--- config.mk ---
export PLATFORM = sky130hd
export DESIGN_NAME = stream_fifo
export DESIGN_NICKNAME = d
export VERILOG_FILES = /design/src/design/geom_pkg.sv /design/src/design/stream_fifo.sv
export SDC_FILE = /design/constraint.sdc
export NUM_CORES = 1
export LEC_CHECK = 0
export BUFFER_PORTS_ARGS = -buffer_cell sky130_fd_sc_hd__clkbuf_2
export CORE_ASPECT_RATIO = 2
export CORE_UTILIZATION = 45
export CTS_BUF_LIST = sky130_fd_sc_hd__clkbuf_2 sky130_fd_sc_hd__clkbuf_4 sky130_fd_sc_hd__clkbuf_8
export CTS_CLUSTER_DIAMETER = 150
export CTS_CLUSTER_SIZE = 12
export DETAILED_ROUTE_END_ITERATION = 16
export PLACE_DENSITY = 0.66
export REMOVE_ABC_BUFFERS = 1
export SKIP_LAST_GASP = 1
export SYNTH_ARGS = -nofsm -noshare
export SYNTH_HDL_FRONTEND = slang
export SYNTH_SLANG_ARGS = --single-unit
--- constraint.sdc ---
create_clock -name clk -period 7.3 [get_ports clk]
set_input_delay 1.46 -clock clk [delete_from_list [all_inputs] [get_ports clk]]
set_output_delay 1.46 -clock clk [all_outputs]
set_load 0.05 [all_outputs]
--- src/design/geom_pkg.sv ---
package geom_pkg;

    // Fixed-point format, Q10.13 in 24 bits
    localparam int unsigned DATAWIDTH = 24;
    localparam int unsigned FRACBITS = 13;

    typedef logic signed [DATAWIDTH-1:0] coord_t;

    localparam coord_t FIXED_ONE = coord_t'(1 << FRACBITS);

    typedef struct packed {
        coord_t x;
        coord_t y;
        coord_t z;
        logic   last;
    } in_vertex_t;

    typedef struct packed {
        coord_t x;
        coord_t y;
        coord_t z;
        coord_t w;
        logic   last;
    } out_vertex_t;

    // Pipeline depths and buffering
    localparam int unsigned MVM_LATENCY = 4;
    localparam int unsigned SHADER_LATENCY = 5;
    localparam int unsigned FIFO_DEPTH = 16;
    localparam int unsigned FIFO_AW = $clog2(FIFO_DEPTH);

    // APB register map
    localparam int unsigned APB_AW = 8;
    localparam int unsigned APB_DW = 32;
    localparam logic [APB_AW-1:0] ADDR_MAT_BASE = 8'h00;
    localparam logic [APB_AW-1:0] ADDR_CTRL = 8'h40;
    localparam logic [APB_AW-1:0] ADDR_STATUS = 8'h44;

    typedef enum logic [1:0] {
        IDLE,
        COMPUTING,
        FINISHED
    } shader_state_t;

endpackage
--- src/design/stream_fifo.sv ---
`timescale 1ns/1ps

module stream_fifo #(
    parameter type T = geom_pkg::in_vertex_t
) (
    input  logic clk,
    input  logic rstn,

    // Write side
    input  logic i_valid,
    output logic o_ready,
    input  T     i_data,

    // Read side
    output logic o_valid,
    input  logic i_ready,
    output T     o_data,

    output logic o_almost_full
);
    import geom_pkg::*;

    T                   mem [FIFO_DEPTH];
    logic [FIFO_AW-1:0] wr_ptr;
    logic [FIFO_AW-1:0] rd_ptr;
    logic [FIFO_AW:0]   count;
    logic [FIFO_AW:0]   count_nxt;
    logic               push;
    logic               pop;

    assign push = i_valid & o_ready;
    assign pop = o_valid & i_ready;
    assign count_nxt = count + (FIFO_AW + 1)'(push) - (FIFO_AW + 1)'(pop);

    assign o_valid = (count != '0);
    assign o_data = mem[rd_ptr];

    // Fewer than SHADER_LATENCY+1 free entries left
    assign o_almost_full = (count > (FIFO_AW + 1)'(FIFO_DEPTH - SHADER_LATENCY - 1));

    always_ff @(posedge clk) begin
        if (push) begin
            mem[wr_ptr] <= i_data;
        end
    end

    always_ff @(posedge clk) begin
        if (!rstn) begin
            wr_ptr <= '0;
            rd_ptr <= '0;
            count <= '0;
            o_ready <= 1'b0;
        end else begin
            if (push) begin
                wr_ptr <= wr_ptr + 1'b1;
            end
            if (pop) begin
                rd_ptr <= rd_ptr + 1'b1;
            end
            count <= count_nxt;
            // Registered so it stays low through reset
            o_ready <= (count_nxt != (FIFO_AW + 1)'(FIFO_DEPTH));
        end
    end

endmodule

== Word-level counts from Yosys, hierarchy flattened ==
Memory sizes are Yosys's and may differ from the RTL's. A register that Yosys moved wholly into a read port is not among the register bits.
Index checks and enable logic that the tools add are counted.

* Reduce and logical (&&, ||, !) cells: 1
* Magnitude comparators: 1
* Equality and inequality tests: 1
* Add/sub/neg operators: 4
* Muxes and demuxes: 4
* Bitwise gates (word level): 2

{| class="wikitable"
|+ Operator list
! cell !! count
|-
| $add A4 B1 Y4 const B || 2
|-
| $mux W4 || 2
|-
| $add A5 B1 Y5 || 1
|-
| $gt A5 B4 Y1 const B || 1
|-
| $ne A5 B5 Y1 const B || 1
|-
| $reduce_bool A5 Y1 || 1
|-
| $sub A5 B1 Y5 || 1
|-
| $and A1 B1 Y1 || 2
|-
| $mux W1 || 2
|}

* Memories: 1
* RAM bits: 1,168
* Bits of input ports: 77
* Bits in registers: 14
* Logic and storage cells: 18

{| class="wikitable"
|+ Memory list
! memory !! depth !! width !! read ports !! clocked after Yosys merged registers in !! write ports !! RTL line !! text
|-
| mem || 16 || 73 || 1 || 1 || 1 || stream_fifo.sv:23 || <nowiki>T mem [FIFO_DEPTH];</nowiki>
|}

== Longest topological paths before layout ==
Gate-level depths: netlist of the first run.

* Depth in word-level cells: 4
* Gate-level depth with buffers: 14
* Mapped depth without buffers: 13

== Worst setup path before layout of the first run ==
OpenSTA, ideal clock, no wires.

* Path kind: input to register
* Start point: input port i_valid
* End point: memory mem[3][0] in the netlist's numbering (enable)
* Arrival time: 6.942 ns
* Setup slack: -0.236 ns
* Library setup time: 0.594 ns
* Data required time: 6.706 ns
* Stages on the path: 4
* Path buffers: 1
* Cells stage by stage: and2_1 clkbuf_1 nand2_1 nor3_1

* Word-level cells in the longest chain between the ends: 3

{| class="wikitable"
|+ RTL lines
! what !! RTL line !! text
|-
| start, declared || stream_fifo.sv:10 || <nowiki>input logic i_valid,</nowiki>
|-
| $and A1 B1 Y1 || stream_fifo.sv:31 || <nowiki>assign push = i_valid & o_ready;</nowiki>
|-
| $mux W1 || stream_fifo.sv:42 || <nowiki>if (push) begin</nowiki>
|-
| $mux W1 (not written as such) || stream_fifo.sv:43 || <nowiki>mem[wr_ptr] <= i_data;</nowiki>
|-
| end, declared || stream_fifo.sv:23 ||
|}

Every way passes these cells.

==> impl_metrics.tcl, run 1 <==
set metrics [dict create \
    clock.fmax_ghz 0.1916 \
    die_h_um 446.9 \
    worstHoldStart "rd_ptr[1]$_SDFFE_PN0N_" \
    fill_cells 7838 \
    status "completed" \
    intPower_w 0.01038 \
    areaGrowthSynthToFinish_pct 9.167 \
    clkPwrFrac 0.238 \
    ys.flop_type "edfxtp_1" \
    antenna_left 0 \
    synth_top_cell_by_area "edfxtp_1" \
    switching_power_w 0.004149 \
    port_buffers 152 \
    cp-end-kind "output pin" \
    netlist_instances 1896 \
    ff2ff_setup_slack_ps 4320 \
    cts_hold_repair.buffers 0 \
    dp_cells 3303 \
    p_seq_frac 0.532 \
    first_pass_iters 5 \
    pin_count 153 \
    grt_pass1_vias 21800 \
    p_leak_nw 14.92 \
    via_per_inst 5.867 \
    swShare 0.2856 \
    synth_top_area_frac 0.7876 \
    fin_ws_ps 2080 \
    initial_core_util 0.4558 \
    synth-seq-area-share 0.7957 \
    drive_gt1_frac 0.3006 \
    path_class "reg -> out" \
    r2r_cells 4 \
    root_buffer "clkbuf_8" \
    grt_use_met3 0.04162 \
    coreArea_um2 97700 \
    tightest_slew_ps 1230 \
    ys.warnings.count 0 \
    min_path_type "reg -> reg" \
    grt_use_met1 0.2508 \
    grt_pass1_wl_um 144400 \
    ys_types 28 \
    gp_congestion 0.7228 \
    clk_path_buf_depth 3 \
    wire_per_inst_um 28.62 \
    drv_cap 0 \
    hold_violations 0 \
    power_density_nw_per_um2 298.8 \
    grt_usage 0.2017 \
    setup_viol 0 \
    crit_required_ps 5840 \
    clkLatencyLatePin_ps 790 \
    postSynthAreaPerCell_um2 23.49 \
    ir_drop_mv 0.1959 \
    postCtsSetupBuffers 0 \
    worst_setup_path_start_kind "register" \
    grt_max_degree 137 \
    drt_iter0_drc 1945 \
    nets 2193 \
    htree_levels 3 \
    die-area_um2 100300 \
    vias 20140 \
    wl_um 98250 \
    busiest_layer "met2" \
    maxSlewHeadroom 0.1781 \
    grt-ovfl-total 0 \
    grtUsageMet2 0.3539 \
    layout.cells.non_filler 3433 \
    place_ws_ps 2822 \
    cts_buffers 108 \
    pwr-share-comb 0.229 \
    rows 162 \
    finalCritPeriodShare 0.7151 \
    cts.clk_slew.worst_paths_ps 80 \
    synth_enable_flop_cells 1168 \
    post-dp-hpwl_um 51060 \
    antenna_found_initial 16 \
    holdWs_ps 493.9 \
    reg2reg_to "mem[10][50]$_DFFE_PP_" \
    fin_skew_ps 43.06 \
    hold_depth 2 \
    die_w_um 224.4 \
    cts_resized 0 \
    rsz0062_at_grt "false" \
    syn-cell-area_um2 44530 \
    synth_seq_cells 1186 \
    drcViolationCount 0 \
    cp_max_fo 136 \
    cts_tree "yes" \
    synthTopCellsByArea "edfxtp_1, mux4_2, a22oi_1, dfxtp_1, nand2_1" \
    cts_sinks 1186 \
    arrival_ps 3760 \
    finalPower_w 0.01453 \
    period_minus_slack_ps 5220 \
    final-max-slew-violation-count 0 \
    async_flop_share 0 \
    r2r_start "o_ready$_SDFF_PN0_" \
]
-- metal layers --
layer	part of all wire	vias to the layer above
met3	0.061	165
met5	0.0017	-
met4	0.022	28
met2	0.53	667
met1	0.38	10890
li1	-	8392
-- synth_stat cells (all sizes together) (4+ instances only) --
master / number
a22oi: 146
edfxtp: 1168
mux4: 292
nand2: 83
a21oi: 4
nor3: 5
ha: 14
buf: 61
inv: 11
dfxtp: 18
xor2: 7
nor2: 22
and2: 6
clkbuf: 40
-- registers in the layout, summed over array words and instances (netlist names), named ones only --
signal and count:
count 5, wr_ptr 4, rd_ptr 4, mem 1168, o_ready 1
-- stage by stage --
stage / instance area, um2 / utilization / setup TNS [ps]
global route: 48620 / 0.4976 / 0
CTS: 48610 / 0.4976 / 0
detailed placement: 46970 / 0.4807 / 0
global placement: 46970 / 0.4807 / 0
floorplan: 44000 / - / -576650
finish: 48620 / 0.4976 / 0
-- power groups by stage --
stage,clock network [W],registers (W),logic (W)
3_3_place_gp,0,0.00789,0.00334
5_1_grt,0.00378,0.00776,0.00357
2_1_floorplan,0,0.00817,0.00288
6_report,0.00346,0.00774,0.00333
3_5_place_dp,0,0.00790,0.00339
4_1_cts,0.00358,0.00774,0.00340
-- logic make-up after synthesis --
| group | after synthesis | synth area share |
|---|---|---|
| flops | 1186 | 0.7957 |
| mux | 292 | 0.1477 |
| compound gates | 152 | 0.02537 |
| simple gates | 130 | 0.01228 |
| buf+inv | 112 | 0.01287 |
| fa+ha+maj | 15 | 0.004383 |
| xor+xnor | 9 | 0.001770 |
-- final cells by class --
| cell class | count | area [um2] | area share |
|---|---|---|---|
| clock inverters | 6 | 42.54 | 0.0008750 |
| well taps | 1312 | 1642 | 0.03377 |
| clock buffers | 122 | 1604 | 0.03299 |
| multi-input cells | 598 | 8662 | 0.1782 |
| repair buffers | 196 | 1179 | 0.02424 |
| diodes | 2 | 5.005 | 0.0001029 |
| flip-flops and latches | 1186 | 35440 | 0.7290 |
| inverters | 11 | 41.29 | 0.0008493 |
-- worst max-delay path by stage --
stage	endpoint	slack [ps]
after CTS	o_data[56]	1900
after detailed placement	o_data[56]	2820
after global placement	o_data[56]	2850
after global routing	o_data[8]	1780
after floorplan	o_data[71]	-7530
final	o_data[4]	2080
-- cells in the final DEF (no fill, tap or decap), drive strengths merged, types with 2 or more instances in the layout --
cell,instances
dfxtp,18
a21oi,4
a22oi,146
mux4,292
edfxtp,1168
xnor2,2
nand3,3
nor3,5
nand3b,2
clkbuf,274
xor2,7
inv,12
clkinvlp,4
and2,6
nor2b,3
nand2b,3
diode,2
ha,14
buf,44
nand2,83
nor2,22
-- worst max-delay path, cell delays in order, from the launching register on --
cell,delay (ps)
dfxtp_4,890
buf_12,600
mux4_2,420
a22oi_1,250
nand2_1,190
clkbuf_2,290
Power figures use the tool's default switching activity.
==> run 2, diff against run 1 <==
==> constraint.sdc (replaced) <==
create_clock -name clk -period 4.6 [get_ports clk]
set_input_delay 0.92 -clock clk [delete_from_list [all_inputs] [get_ports clk]]
set_output_delay 0.92 -clock clk [all_outputs]
set_load 0.05 [all_outputs]
==> impl_metrics.tcl, run 2 (synthesis gave the netlist of run 1 again) <==
set metrics [dict create \
    clk_path_buf_depth 3 \
    tightest_slew_ps 973.6 \
    largest_reg_flops 1168 \
    swShare 0.2868 \
    final_common_cell "edfxtp_1" \
    clock.fmax_ghz 0.2377 \
    highest_layer "met5" \
    postCtsSetupBuffers 0 \
    post-dp-hpwl_um 50010 \
    p_leak_nw 15.06 \
    root_buffer "clkbuf_8" \
    areaGrowthSynthToFinish_pct 9.895 \
    p_seq_frac 0.525 \
    min_path_type "in -> reg" \
    path_class "reg -> out" \
    coreArea_um2 97700 \
    worst_setup_path_start_kind "register" \
    setup_viol 0 \
    period_minus_slack_ps 4207 \
    wl_met1_um 39090 \
    rsz0062_at_grt "false" \
    cts_tree "yes" \
    initial_core_util 0.4558 \
    arrival_ps 3290 \
    maxSlewHeadroom 0.3509 \
    stdcell_area_um2 48940 \
    cts_hold_repair.buffers 0 \
    pin_count 153 \
    via_per_inst 5.894 \
    grt_pass1_wl_um 146600 \
    wl_met3_um 6533 \
    grt_usage 0.2041 \
    grt_max_degree 69 \
    final-max-slew-violation-count 0 \
    dp_cells 3311 \
    finalCritPeriodShare 0.9146 \
    wl_um 99960 \
    drt_iter0_drc 1884 \
    crit_required_ps 3680 \
    cp-end-kind "output pin" \
    fin_util 0.5009 \
    die_h_um 446.9 \
    grt-ovfl-total 0 \
    intPower_w 0.01661 \
    clkPwrFrac 0.242 \
    hold_violations 0 \
    largestRegisters "mem: 1168 flops, count: 5 flops" \
    grt_pass1_vias 22080 \
    fin_skew_ps 23.50 \
    critPathTopFamily "flip-flops" \
    finalSetupTns_ps 0 \
    final_cell_mix "edfxtp_1, mux4_2, clkbuf_2" \
    port_buffers 152 \
    cts_sinks 1186 \
    vias 20340 \
    crit_buf_inv 2 \
    htree_levels 3 \
    largest_register "mem" \
    crit_path_top_delay_cell "dfxtp_4" \
    ff2ff_setup_slack_ps 1640 \
    drive_gt1_frac 0.3068 \
    nets 2201 \
    drcViolationCount 0 \
    rows 162 \
    first_pass_iters 5 \
    place_area_um2 47210 \
    clkLatencyLatePin_ps 790 \
    layout.cells.non_filler 3451 \
    cp_max_fo 48 \
    cts_resized 0 \
    antenna_left 0 \
    switching_power_w 0.006679 \
    wire_per_inst_um 28.96 \
    pwr-share-comb 0.233 \
    gp_congestion 0.7080 \
    ir_drop_mv 0.3295 \
    crit_chain "buf_4 > mux4_2 > a22oi_1 > nand2_1 > clkbuf_2" \
    cts_buffers 108 \
    status "completed" \
    drv_cap 0 \
    die-area_um2 100300 \
    cts.clk_slew.worst_paths_ps 80 \
    antenna_found_initial 11 \
    slowest_delay_ps 890 \
    power_density_nw_per_um2 475.9 \
    fill_cells 7730 \
    die_w_um 224.4 \
    wl_met2_um 52030 \
]
## run 2: cell types whose count changed in the layout (fill, tap and decap cells not counted), sizes merged
cell and change:
clkbuf +9, inv +5, buf +8, diode -1, clkinvlp -3
## run 2: final cells by class
type,count,area [um2],share of cell area
sequential,1186,35440,0.7242
inverter,11,41.29,0.0008437
timing repair buffer,204,1426,0.02914
multi-input combinational,598,8662,0.1770
tap,1312,1642,0.03354
clock buffer,131,1659,0.03390
clock inverter,8,66.31,0.001355
antenna,1,2.502,0.00005113
## run 2: power groups by stage
stage / combinational (W) / clock (W) / sequential [W]
floorplan: 0.00370 / 0 / 0.0128
finish: 0.00543 / 0.00562 / 0.0122
CTS: 0.00555 / 0.00581 / 0.0122
global route: 0.00581 / 0.00614 / 0.0123
global placement: 0.00547 / 0 / 0.0125
detailed placement: 0.00554 / 0 / 0.0125
## run 2: worst register-to-register path: stages (launching register included)
cell	delay, ps
dfxtp_1	320
inv_1	130
ha_1	170
or4b_1	560
nand2_1	180
inv_1	60
ha_1	270
inv_1	40
ha_1	200
fa_1	450
nand2b_1	90
a21oi_1	70
xor2_1	160
and2_1	160
## run 2: routing by layer
layer / vias to the layer above / global-route usage
li1: 8428 / -
met5: - / 0
met1: 11020 / 0.2613
met2: 712 / 0.3537
met3: 161 / 0.03788
met4: 20 / 0.06079
## run 2: final timing paths
| kind | startpoint | endpoint | cells after the start |
|---|---|---|---|
| hold / removal | rstn | count[4]$_SDFF_PN0_ | 2 |
| hold reg to reg | rd_ptr[1]$_SDFFE_PN0N_ | register | 2 |
| setup reg to reg | count[2]$_SDFF_PN0_ | count[4]$_SDFF_PN0_ | 13 |
| setup / recovery | register | o_data[61] | 5 |
## run 2: per-stage QoR
stage	setup slack, ps	hold WS (ps)	total power [W]
floorplan	-9687	462.9	0.01651
detailed placement	1158	491.3	0.01802
finish	392.8	390.1	0.02329
global placement	1186	481.7	0.01793
global route	237.3	358.7	0.02421
CTS	250.6	310.4	0.02360
