## config.mk

```make
export PLATFORM = sky130hd
export DESIGN_NAME = mvp_regs_apb
export DESIGN_NICKNAME = d
export VERILOG_FILES = /design/src/design/geom_pkg.sv /design/src/design/mvp_regs_apb.sv
export SDC_FILE = /design/constraint.sdc
export NUM_CORES = 1
export LEC_CHECK = 0
export BUFFER_PORTS_ARGS = -buffer_cell sky130_fd_sc_hd__clkbuf_2
export CORE_ASPECT_RATIO = 0.5
export CORE_MARGIN = 4
export CORE_UTILIZATION = 30
export CTS_BUF_LIST = sky130_fd_sc_hd__clkbuf_16
export CTS_CLUSTER_DIAMETER = 30
export DETAILED_ROUTE_END_ITERATION = 7
export GPL_TIMING_DRIVEN = 1
export SLEW_MARGIN = 0
export SYNTH_ARGS = -nofsm -noshare
export SYNTH_HDL_FRONTEND = slang
export SYNTH_SLANG_ARGS = --single-unit
```

## constraint.sdc

```tcl
create_clock -name clk -period 3.7 [get_ports clk]
set_input_delay 0.555 -clock clk [delete_from_list [all_inputs] [get_ports clk]]
set_output_delay 0.555 -clock clk [all_outputs]
set_load 0.005 [all_outputs]
```

## src/design/geom_pkg.sv

```systemverilog
package geom_pkg;

    // Fixed-point format, Q10.13 in 24 bits
    localparam int unsigned DATAWIDTH = 24;
    localparam int unsigned FRACBITS = 13;

    typedef logic signed [DATAWIDTH-1:0] coord_t;

    localparam coord_t FIXED_ONE = coord_t'(1 << FRACBITS);

    typedef struct packed {
        coord_t x;
        coord_t y;
        coord_t z;
        logic   last;
    } in_vertex_t;

    typedef struct packed {
        coord_t x;
        coord_t y;
        coord_t z;
        coord_t w;
        logic   last;
    } out_vertex_t;

    // Pipeline depths and buffering
    localparam int unsigned MVM_LATENCY = 4;
    localparam int unsigned SHADER_LATENCY = 5;
    localparam int unsigned FIFO_DEPTH = 16;
    localparam int unsigned FIFO_AW = $clog2(FIFO_DEPTH);

    // APB register map
    localparam int unsigned APB_AW = 8;
    localparam int unsigned APB_DW = 32;
    localparam logic [APB_AW-1:0] ADDR_MAT_BASE = 8'h00;
    localparam logic [APB_AW-1:0] ADDR_CTRL = 8'h40;
    localparam logic [APB_AW-1:0] ADDR_STATUS = 8'h44;

    typedef enum logic [1:0] {
        IDLE,
        COMPUTING,
        FINISHED
    } shader_state_t;

endpackage
```

## src/design/mvp_regs_apb.sv

```systemverilog
`timescale 1ns/1ps

module mvp_regs_apb (
    input  logic                           clk,
    input  logic                           rstn,

    // APB slave
    input  logic                           i_psel,
    input  logic                           i_penable,
    input  logic                           i_pwrite,
    input  logic [geom_pkg::APB_AW-1:0]    i_paddr,
    input  logic [geom_pkg::APB_DW-1:0]    i_pwdata,
    output logic [geom_pkg::APB_DW-1:0]    o_prdata,
    output logic                           o_pready,
    output logic                           o_pslverr,

    // Matrix to the shader
    output geom_pkg::coord_t               o_mvp_mat [16],
    output logic                           o_mvp_dv,
    input  logic                           i_ready,
    input  logic                           i_finished
);
    import geom_pkg::*;

    coord_t              mat_q [16];
    logic                done_q;
    logic                access;
    logic                wr_en;
    logic [APB_AW-1:0]   mat_off;
    logic [3:0]          mat_idx;
    logic                addr_is_mat;
    logic                addr_ok;

    assign access = i_psel & i_penable;

    // Sixteen words from the base, word aligned
    assign mat_off = i_paddr - ADDR_MAT_BASE;
    assign mat_idx = mat_off[5:2];
    assign addr_is_mat = (mat_off[1:0] == 2'b00) && (mat_off[APB_AW-1:6] == '0);
    assign addr_ok = addr_is_mat || (i_paddr == ADDR_CTRL) || (i_paddr == ADDR_STATUS);

    assign wr_en = access & i_pwrite & addr_ok;

    // Zero wait states
    assign o_pready = 1'b1;
    assign o_pslverr = access & ~addr_ok;

    always_comb begin
        o_prdata = '0;
        if (addr_is_mat) begin
            // Sign-extend the stored entry
            o_prdata = {{(APB_DW - DATAWIDTH){mat_q[mat_idx][DATAWIDTH-1]}}, mat_q[mat_idx]};
        end else if (i_paddr == ADDR_STATUS) begin
            o_prdata[0] = i_ready;
            o_prdata[1] = done_q;
        end
    end

    always_ff @(posedge clk) begin
        if (wr_en && addr_is_mat) begin
            mat_q[mat_idx] <= i_pwdata[DATAWIDTH-1:0];
        end
    end

    always_ff @(posedge clk) begin
        if (!rstn) begin
            o_mvp_dv <= 1'b0;
            done_q <= 1'b0;
        end else begin
            // Commit pulse, one cycle
            o_mvp_dv <= wr_en && (i_paddr == ADDR_CTRL) && i_pwdata[0];

            // Set wins over a clear in the same cycle
            if (i_finished) begin
                done_q <= 1'b1;
            end else if (wr_en && (i_paddr == ADDR_STATUS) && i_pwdata[1]) begin
                done_q <= 1'b0;
            end
        end
    end

    assign o_mvp_mat = mat_q;

endmodule

```

-- Word-level counts from Yosys, hierarchy flattened
Cells that the tools add are included.
W data, S select, Z words.
- bits in registers: 386
- output and inout port bits: 419
- $lt $le $gt $ge: 2
- equality and inequality tests: 2
- mux-type cells: 11
- bitwise operators: 6
- reductions and logical operators: 12
- operators by type and width (kind ; count):
    $bwmux W384 ; 1
    $bmux W24 S4 ; 1
    $demux W24 S4 ; 1
    $mux W24 ; 3
    $mux W30 ; 1
    $eq A8 B7 Y1 const B ; 2
    $logic_and A1 B1 Y1 ; 7
    $ge A5 B5 Y1 const B ; 1
    $lt A5 B1 Y1 const B ; 1
    $not A4 Y5 ; 1
    $and A1 B1 Y1 ; 4
    $logic_not A2 Y1 ; 2
    $mux W2 ; 2
    $logic_or A1 B1 Y1 ; 2
    $mux W1 ; 2
    $reduce_bool A2 Y1 ; 1
    $not A1 Y1 ; 1

-- Logic depth before layout (Yosys ltp)
Gate-level depths: netlist of run 1.
- word-level depth: 9
- mapped depth: 7

-- Worst setup path before layout of run 1
Ideal clock, no wire load.
- kind: input to register
- start: input i_paddr[3] (netlist name)
- end: register mat_q, in the netlist o_mvp_mat[360] (enable)
- library setup time: 435 ps
- data arrival time: 3151 ps
- setup slack: 114 ps
- stages on the path: 5
- path buffers: 3
- cell sequence: buf_2 > buf_4 > buf_2 > or3_1 > nor3_1
- word-level cells in the longest chain between the ends: 5
- elaborated cells on any way between the ends: 6
- classes of those cells: 2 x eq/ne; 1 x bitwise; 3 x reduce/logical
- RTL lines (item ; line ; RTL):
    start: declaration ; mvp_regs_apb.sv:11 ; input logic [geom_pkg::APB_AW-1:0] i_paddr,
    $eq A8 B7 Y1 ; mvp_regs_apb.sv:40 ; assign addr_ok = addr_is_mat || (i_paddr == ADDR_CTRL) || (i_paddr == ADDR_STATUS);
    $logic_or A1 B1 Y1 ; mvp_regs_apb.sv:40 ;
    $logic_or A1 B1 Y1 * ; mvp_regs_apb.sv:40 ;
    $and A1 B1 Y1 * ; mvp_regs_apb.sv:42 ; assign wr_en = access & i_pwrite & addr_ok;
    $logic_and A1 B1 Y1 * ; mvp_regs_apb.sv:60 ; if (wr_en && addr_is_mat) begin
    end signal: indexed assignment ; mvp_regs_apb.sv:61 ; mat_q[mat_idx] <= i_pwdata[DATAWIDTH-1:0];
    end: declaration ; mvp_regs_apb.sv:25 ; coord_t mat_q [16];
Mark *: on every way between the ends. The rest lies on a longest branch, timed or not.
A chain may end at the register's enable or synchronous reset.

-- Final worst setup path of run 1
- start: input i_paddr[7] (netlist name)
- end: output o_prdata[30] (netlist name)
- word-level cells in the longest chain between the ends: 3
- RTL lines (item ; line ; RTL):
    $logic_not A2 Y1 ; mvp_regs_apb.sv:39 ; assign addr_is_mat = (mat_off[1:0] == 2'b00) && (mat_off[APB_AW-1:6] == '0);
    $logic_and A1 B1 Y1 ; mvp_regs_apb.sv:39 ;
    $mux W30 ; mvp_regs_apb.sv:50 ; if (addr_is_mat) begin
    end: declaration ; mvp_regs_apb.sv:13 ; output logic [geom_pkg::APB_DW-1:0] o_prdata,
Every way passes these cells.

==> impl_metrics.py, run 1 <==
metrics = {
    "placement": {
        "dp_hpwl_um": 37700,
        "place_area_um2": 18300,
        "io_buffers": 456,
        "gp_congestion": 0.907,
        "dpl.cell_count": 1745,
        "dp_worst_setup_slack_ns": 0.531,
    },
    "timing": {
        "timing.fmax_mhz": 316,
        "setup_viol": 0,
        "rsz0062_at_grt": "false",
        "skew_ns": 0,
        "min_period_ns": 3.17,
        "worst_pin_slew_ns": 0.834,
        "slew-limit-headroom": 0.444,
        "layout_setup_ws_ns": 0.533,
        "finalCritPeriodShare": 0.856,
        "holdWs_ns": 0.268,
        "finalSetupTns_ns": 0,
        "hold_violations": 0,
        "slew_viol_final": 0,
    },
    "detailed_routing": {
        "ant_nets": 0,
        "route.vias.total": 9390,
        "wl_met3_um": 2690,
        "drt_iter0_drc": 886,
        "firstDrtPassIters": 5,
        "met2_length_um": 28600,
        "m1WireLength_um": 19000,
        "wl_per_cell_um": 28.6,
        "route.detailed.drc": 0,
        "finalWirelength_um": 53200,
        "vias_per_cell": 5.04,
        "top_layer_used": "met4",
    },
    "floorplanning": {
        "ioPinCount": 466,
        "fp.coreArea_um2": 48900,
        "die_w_um": 323,
        "core.rowCount": 57,
        "dieArea_um2": 53600,
        "die_h_um": 166,
        "initial_core_util": 0.305,
    },
    "job": {
        "max-cap-violations": 0,
    },
    "yosys": {
        "synth_sequential_area_ratio": 0.776,
        "yosysMostFrequentCell": "edfxtp_1",
        "synth_mux_area_frac": 0.179,
        "postSynthCellCount": 643,
        "synth_edf_count": 384,
        "synth_top_area_cell": "edfxtp_1",
        "synthTopCellsByCount": "edfxtp_1, mux4_2, mux2i_1",
        "synth_top_family_by_area": "multiplexers",
        "ys_async_sr_fraction": 0,
        "syn-num-nets": 690,
        "synth_compound_area_frac": 0.0119,
        "synth_area_leaders": "edfxtp_1, mux4_2, mux2i_1, mux4_1, o22ai_1",
        "synthSimpleGateAreaFrac": 0.0135,
        "ys.flop_type": "edfxtp_1",
        "syn_avg_cell_area_um2": 23.2,
        "synth_top_cell_area_share": 0.773,
        "ys_ff_latch": 386,
        "synth_adder_area_share": 0,
        "synthDistinctLibCells": 29,
        "synth_xor_area_frac": 0,
        "yosys_warnings": 0,
        "syn_area_um2": 14900,
    },
    "finish": {
        "stdcell_count": 1862,
        "fin_nets": 1212,
        "drive_gt1_frac": 0.582,
        "final_cell_area_um2": 20400,
        "antenna_cells": 0,
        "area_growth_syn_to_layout_pct": 36.7,
        "final_util": 0.418,
    },
    "worst_hold_path": {
        "hp-class": "in -> reg",
    },
    "setup_path": {
        "crit_fanout": 9,
        "startpoint_type": "input port",
        "crit_arrival_ns": 2.61,
        "crit_required_ns": 3.14,
        "path_class": "in -> out",
        "end_kind": "output port",
    },
    "clock_tree": {
        "cts_tree": "yes",
        "ctsHtreeMaxLevel": 3,
        "clock_path_buffers": 3,
        "clock-root-buffer": "clkbuf_16",
        "clock_latency_ns": 0.56,
        "path_clk_slew_ns": 0.05,
        "cts_sinks": 386,
        "cts_buffers": 67,
        "cts-resized-gates": 0,
        "cts_setup_buffers": 0,
        "postCtsHoldBufs": 0,
    },
    "grt": {
        "grt_pass1_vias": 9625,
        "grt_usage": 0.194,
        "grt_pass1_wl_um": 74500,
        "grt_max_degree": 56,
        "antenna_found_initial": 0,
        "overflow": 0,
    },
    "run_status": {
        "status": "finished, final reports clean",
    },
    "power_and_ir_drop": {
        "total_power_mw": 11.0,
        "power_density_nw_per_um2": 537,
        "p_leak_nw": 7.73,
        "irDropWorstVdd_uv": 273,
    },
}
-- logic make-up after synthesis --
family | count (synthesis)
other | 1
AOI/OAI and AO/OA | 27
buffers and inverters | 45
DFF | 386
and+or+nand+nor | 40
muxes | 144
-- final cells by class --
type / count / area, um2
clock inverters: 48 / 400
inverters: 1 / 3.75
well taps: 649 / 812
fillers: 4270 / 28500
flip-flops and latches: 386 / 11600
repair buffers: 497 / 2710
multi-input cells: 212 / 3170
clock buffers: 69 / 1730
-- power by group --
part | leakage [nW] | total [mW] | internal, mW | switching, mW
sequential | 3.47 | 4.82 | 4.82 | 0.00197
clock | 1.05 | 5.78 | 3.63 | 2.16
combinational | 3.22 | 0.355 | 0.151 | 0.204
-- registers in the layout, indices dropped and copies added, names as in the netlist --
register / flops
o_mvp_mat: 384
done_q: 1
o_mvp_dv: 1
-- placed cells by master (no fill, tap or decap) --
master,synthesis,layout
mux4_1,9,9
a211o_1,2,2
nand2_1,5,5
clkinvlp_4,0,4
edfxtp_1,384,384
and4_1,1,1
nand2b_1,3,3
clkbuf_16,0,69
nor4_2,1,1
dfxtp_1,2,2
clkinv_2,0,9
inv_1,1,3
buf_12,1,9
buf_4,16,34
a2111oi_0,1,1
o21ai_0,1,1
nor3_2,0,4
clkbuf_2,0,453
clkinv_1,0,10
nand4_1,1,1
conb_1,1,1
mux2i_1,48,48
bufinv_16,0,3
o22ai_1,22,22
a41oi_1,1,1
nor4_1,1,1
nor2_4,0,12
buf_6,3,1
or3_1,2,2
clkinv_8,0,2
nor2_1,18,6
and3_1,2,2
inv_6,0,8
mux4_2,87,87
nand4b_1,2,2
clkinv_4,0,10
-- final timing paths --
kind / start / endpoint / slack (ns) / cells past startpoint
worst max-delay path: i_paddr[7] / o_prdata[30] / 0.53 / 5
worst min-delay path: rstn / done_q / 0.27 / 3
worst max register to register: done_q / done_q / 2.99 / 2
worst min register to register: done_q / done_q / 0.61 / 2
-- worst max-delay path: stages --
cell and delay (ns):
clkbuf_2 0.15, nor4_2 0.65, nand2_1 0.34, o22ai_1 0.67, clkbuf_2 0.24
-- routing by layer --
metal,GRT usage,up-vias
met5,0,-
met2,0.346,363
li1,-,3820
met1,0.219,5064
met3,0.0437,143
met4,0.0995,0
No activity file was read; power rests on OpenSTA's default activity.
==> run 2, diff against run 1 <==
==> constraint.sdc (replaced) <==
create_clock -name clk -period 3.9 [get_ports clk]
set_input_delay 0.585 -clock clk [delete_from_list [all_inputs] [get_ports clk]]
set_output_delay 0.585 -clock clk [all_outputs]
set_load 0.005 [all_outputs]
==> run 2 against run 1 <==
  * Via count increased by 2.8%
  * Worst setup slack improved by 0.14 ns
  * Combinational power decreased by 5%
  * Highest routed layer unchanged
  * Clock skew unchanged
  * Non-clock buffer count decreased by 4
==> impl_metrics.py, run 2 (synthesis results as in run 1) <==
metrics = {
    "clock_tree": {
        "path_clk_slew_ns": 0.05,
        "cts-resized-gates": 0,
        "cts_buffers": 71,
        "clock-root-buffer": "clkbuf_16",
        "clock_path_buffers": 3,
        "cts_setup_buffers": 0,
        "cts_tree": "yes",
        "cts_sinks": 386,
        "clock_latency_ns": 0.56,
        "ctsHtreeMaxLevel": 3,
        "postCtsHoldBufs": 0,
    },
    "detailed_routing": {
        "firstDrtPassIters": 5,
        "ant_nets": 0,
        "wl_per_cell_um": 28.9,
        "route.detailed.drc": 0,
        "finalWirelength_um": 54100,
        "route.vias.total": 9657,
        "drt_iter0_drc": 947,
        "vias_per_cell": 5.16,
    },
    "timing": {
        "skew_ns": 0,
        "rsz0062_at_grt": "false",
        "finalCritPeriodShare": 0.828,
        "holdWs_ns": 0.292,
        "setup_viol": 0,
        "finalSetupTns_ns": 0,
        "slew-limit-headroom": 0.462,
        "slew_viol_final": 0,
        "hold_violations": 0,
        "timing.fmax_mhz": 310,
        "worst_pin_slew_ns": 0.808,
        "layout_setup_ws_ns": 0.672,
        "min_period_ns": 3.23,
    },
    "grt": {
        "antenna_found_initial": 0,
        "grt_pass1_wl_um": 75700,
        "grt_pass1_vias": 9815,
        "grt_usage": 0.197,
        "grt_max_degree": 55,
        "overflow": 0,
    },
    "placement": {
        "gp_congestion": 0.908,
        "io_buffers": 456,
        "place_area_um2": 18300,
        "dpl.cell_count": 1741,
        "dp_worst_setup_slack_ns": 0.669,
        "dp_hpwl_um": 37600,
    },
    "floorplanning": {
        "die_h_um": 166,
        "fp.coreArea_um2": 48900,
        "core.rowCount": 57,
        "initial_core_util": 0.305,
        "ioPinCount": 466,
        "dieArea_um2": 53600,
        "die_w_um": 323,
    },
    "setup_path": {
        "r2r_slack_ns": 3.22,
        "r2r-end": "done_q",
        "crit_fanout": 54,
        "crit_required_ns": 3.31,
        "startpoint_type": "input port",
        "r2r_start": "done_q",
        "end_kind": "output port",
        "r2r_cells": 2,
        "path_class": "in -> out",
        "crit_arrival_ns": 2.64,
    },
    "power_and_ir_drop": {
        "total_power_mw": 11.3,
        "p_leak_nw": 7.89,
        "irDropWorstVdd_uv": 294,
        "power_density_nw_per_um2": 543,
    },
    "finish": {
        "final_cell_area_um2": 20700,
        "layout_common_cells": "clkbuf_2, edfxtp_1, mux4_2",
        "drive_gt1_frac": 0.583,
        "antenna_cells": 0,
        "stdcell_count": 1871,
        "area_growth_syn_to_layout_pct": 39.0,
        "largest_register_ffs": 384,
        "fin_nets": 1212,
        "layout_commonest_cell": "clkbuf_2",
        "final_util": 0.425,
    },
    "worst_hold_path": {
        "hp-class": "in -> reg",
        "min_path_cells": 3,
        "holdPathEnd": "done_q",
        "hp-start": "rstn",
    },
    "job": {
        "max-cap-violations": 0,
    },
    "run_status": {
        "status": "finished, final reports clean",
    },
}
run 2: cell types whose count changed in the layout (fill, tap and decap cells not counted), moves of 2 or more:
cell / previous run / this run
bufinv_16: 3 / 12
inv_6: 8 / 6
inv_1: 3 / 6
clkinv_4: 10 / 4
clkbuf_16: 69 / 74
buf_4: 34 / 29
inv_8: 0 / 3
run 2: worst max-delay path, cell delays in order:
cell	delay (ns)
buf_6	0.57
mux4_1	0.41
mux2i_1	0.10
o22ai_1	0.65
clkbuf_2	0.25
run 2: where the power goes:
group | total (mW) | switching (mW) | leakage, nW | internal [mW]
combinational | 0.337 | 0.196 | 3.19 | 0.142
sequential | 4.57 | 0.00189 | 3.47 | 4.57
clock | 6.36 | 2.10 | 1.23 | 4.26
run 2: how the worst max path moves through the flow:
stage / from / to / slack [ns] / depth (start not counted)
after floorplan: i_paddr[3] / o_mvp_mat[360] / 0.28 / 5
after CTS: i_paddr[2] / o_prdata[5] / 0.64 / 6
after global placement: i_paddr[2] / o_prdata[30] / 0.67 / 5
final: i_paddr[2] / o_prdata[30] / 0.67 / 5
after detailed placement: i_paddr[2] / o_prdata[30] / 0.67 / 5
after global routing: i_paddr[2] / o_prdata[30] / 0.55 / 5
run 2: final cells by class:
type | instances | area [um2]
clock inverter | 56 | 642
multi-input combinational | 212 | 3170
clock buffer | 74 | 1850
timing repair buffer | 493 | 2700
sequential | 386 | 11600
inverter | 1 | 3.75
fill | 4257 | 28100
tap | 649 | 812
run 2: routing by layer:
layer	up-vias	global-route usage	part of all wire
met5	-	0	0
met1	5238	0.221	0.35
li1	3825	-	-
met3	137	0.0377	0.054
met4	0	0.0863	0.044
met2	457	0.366	0.55
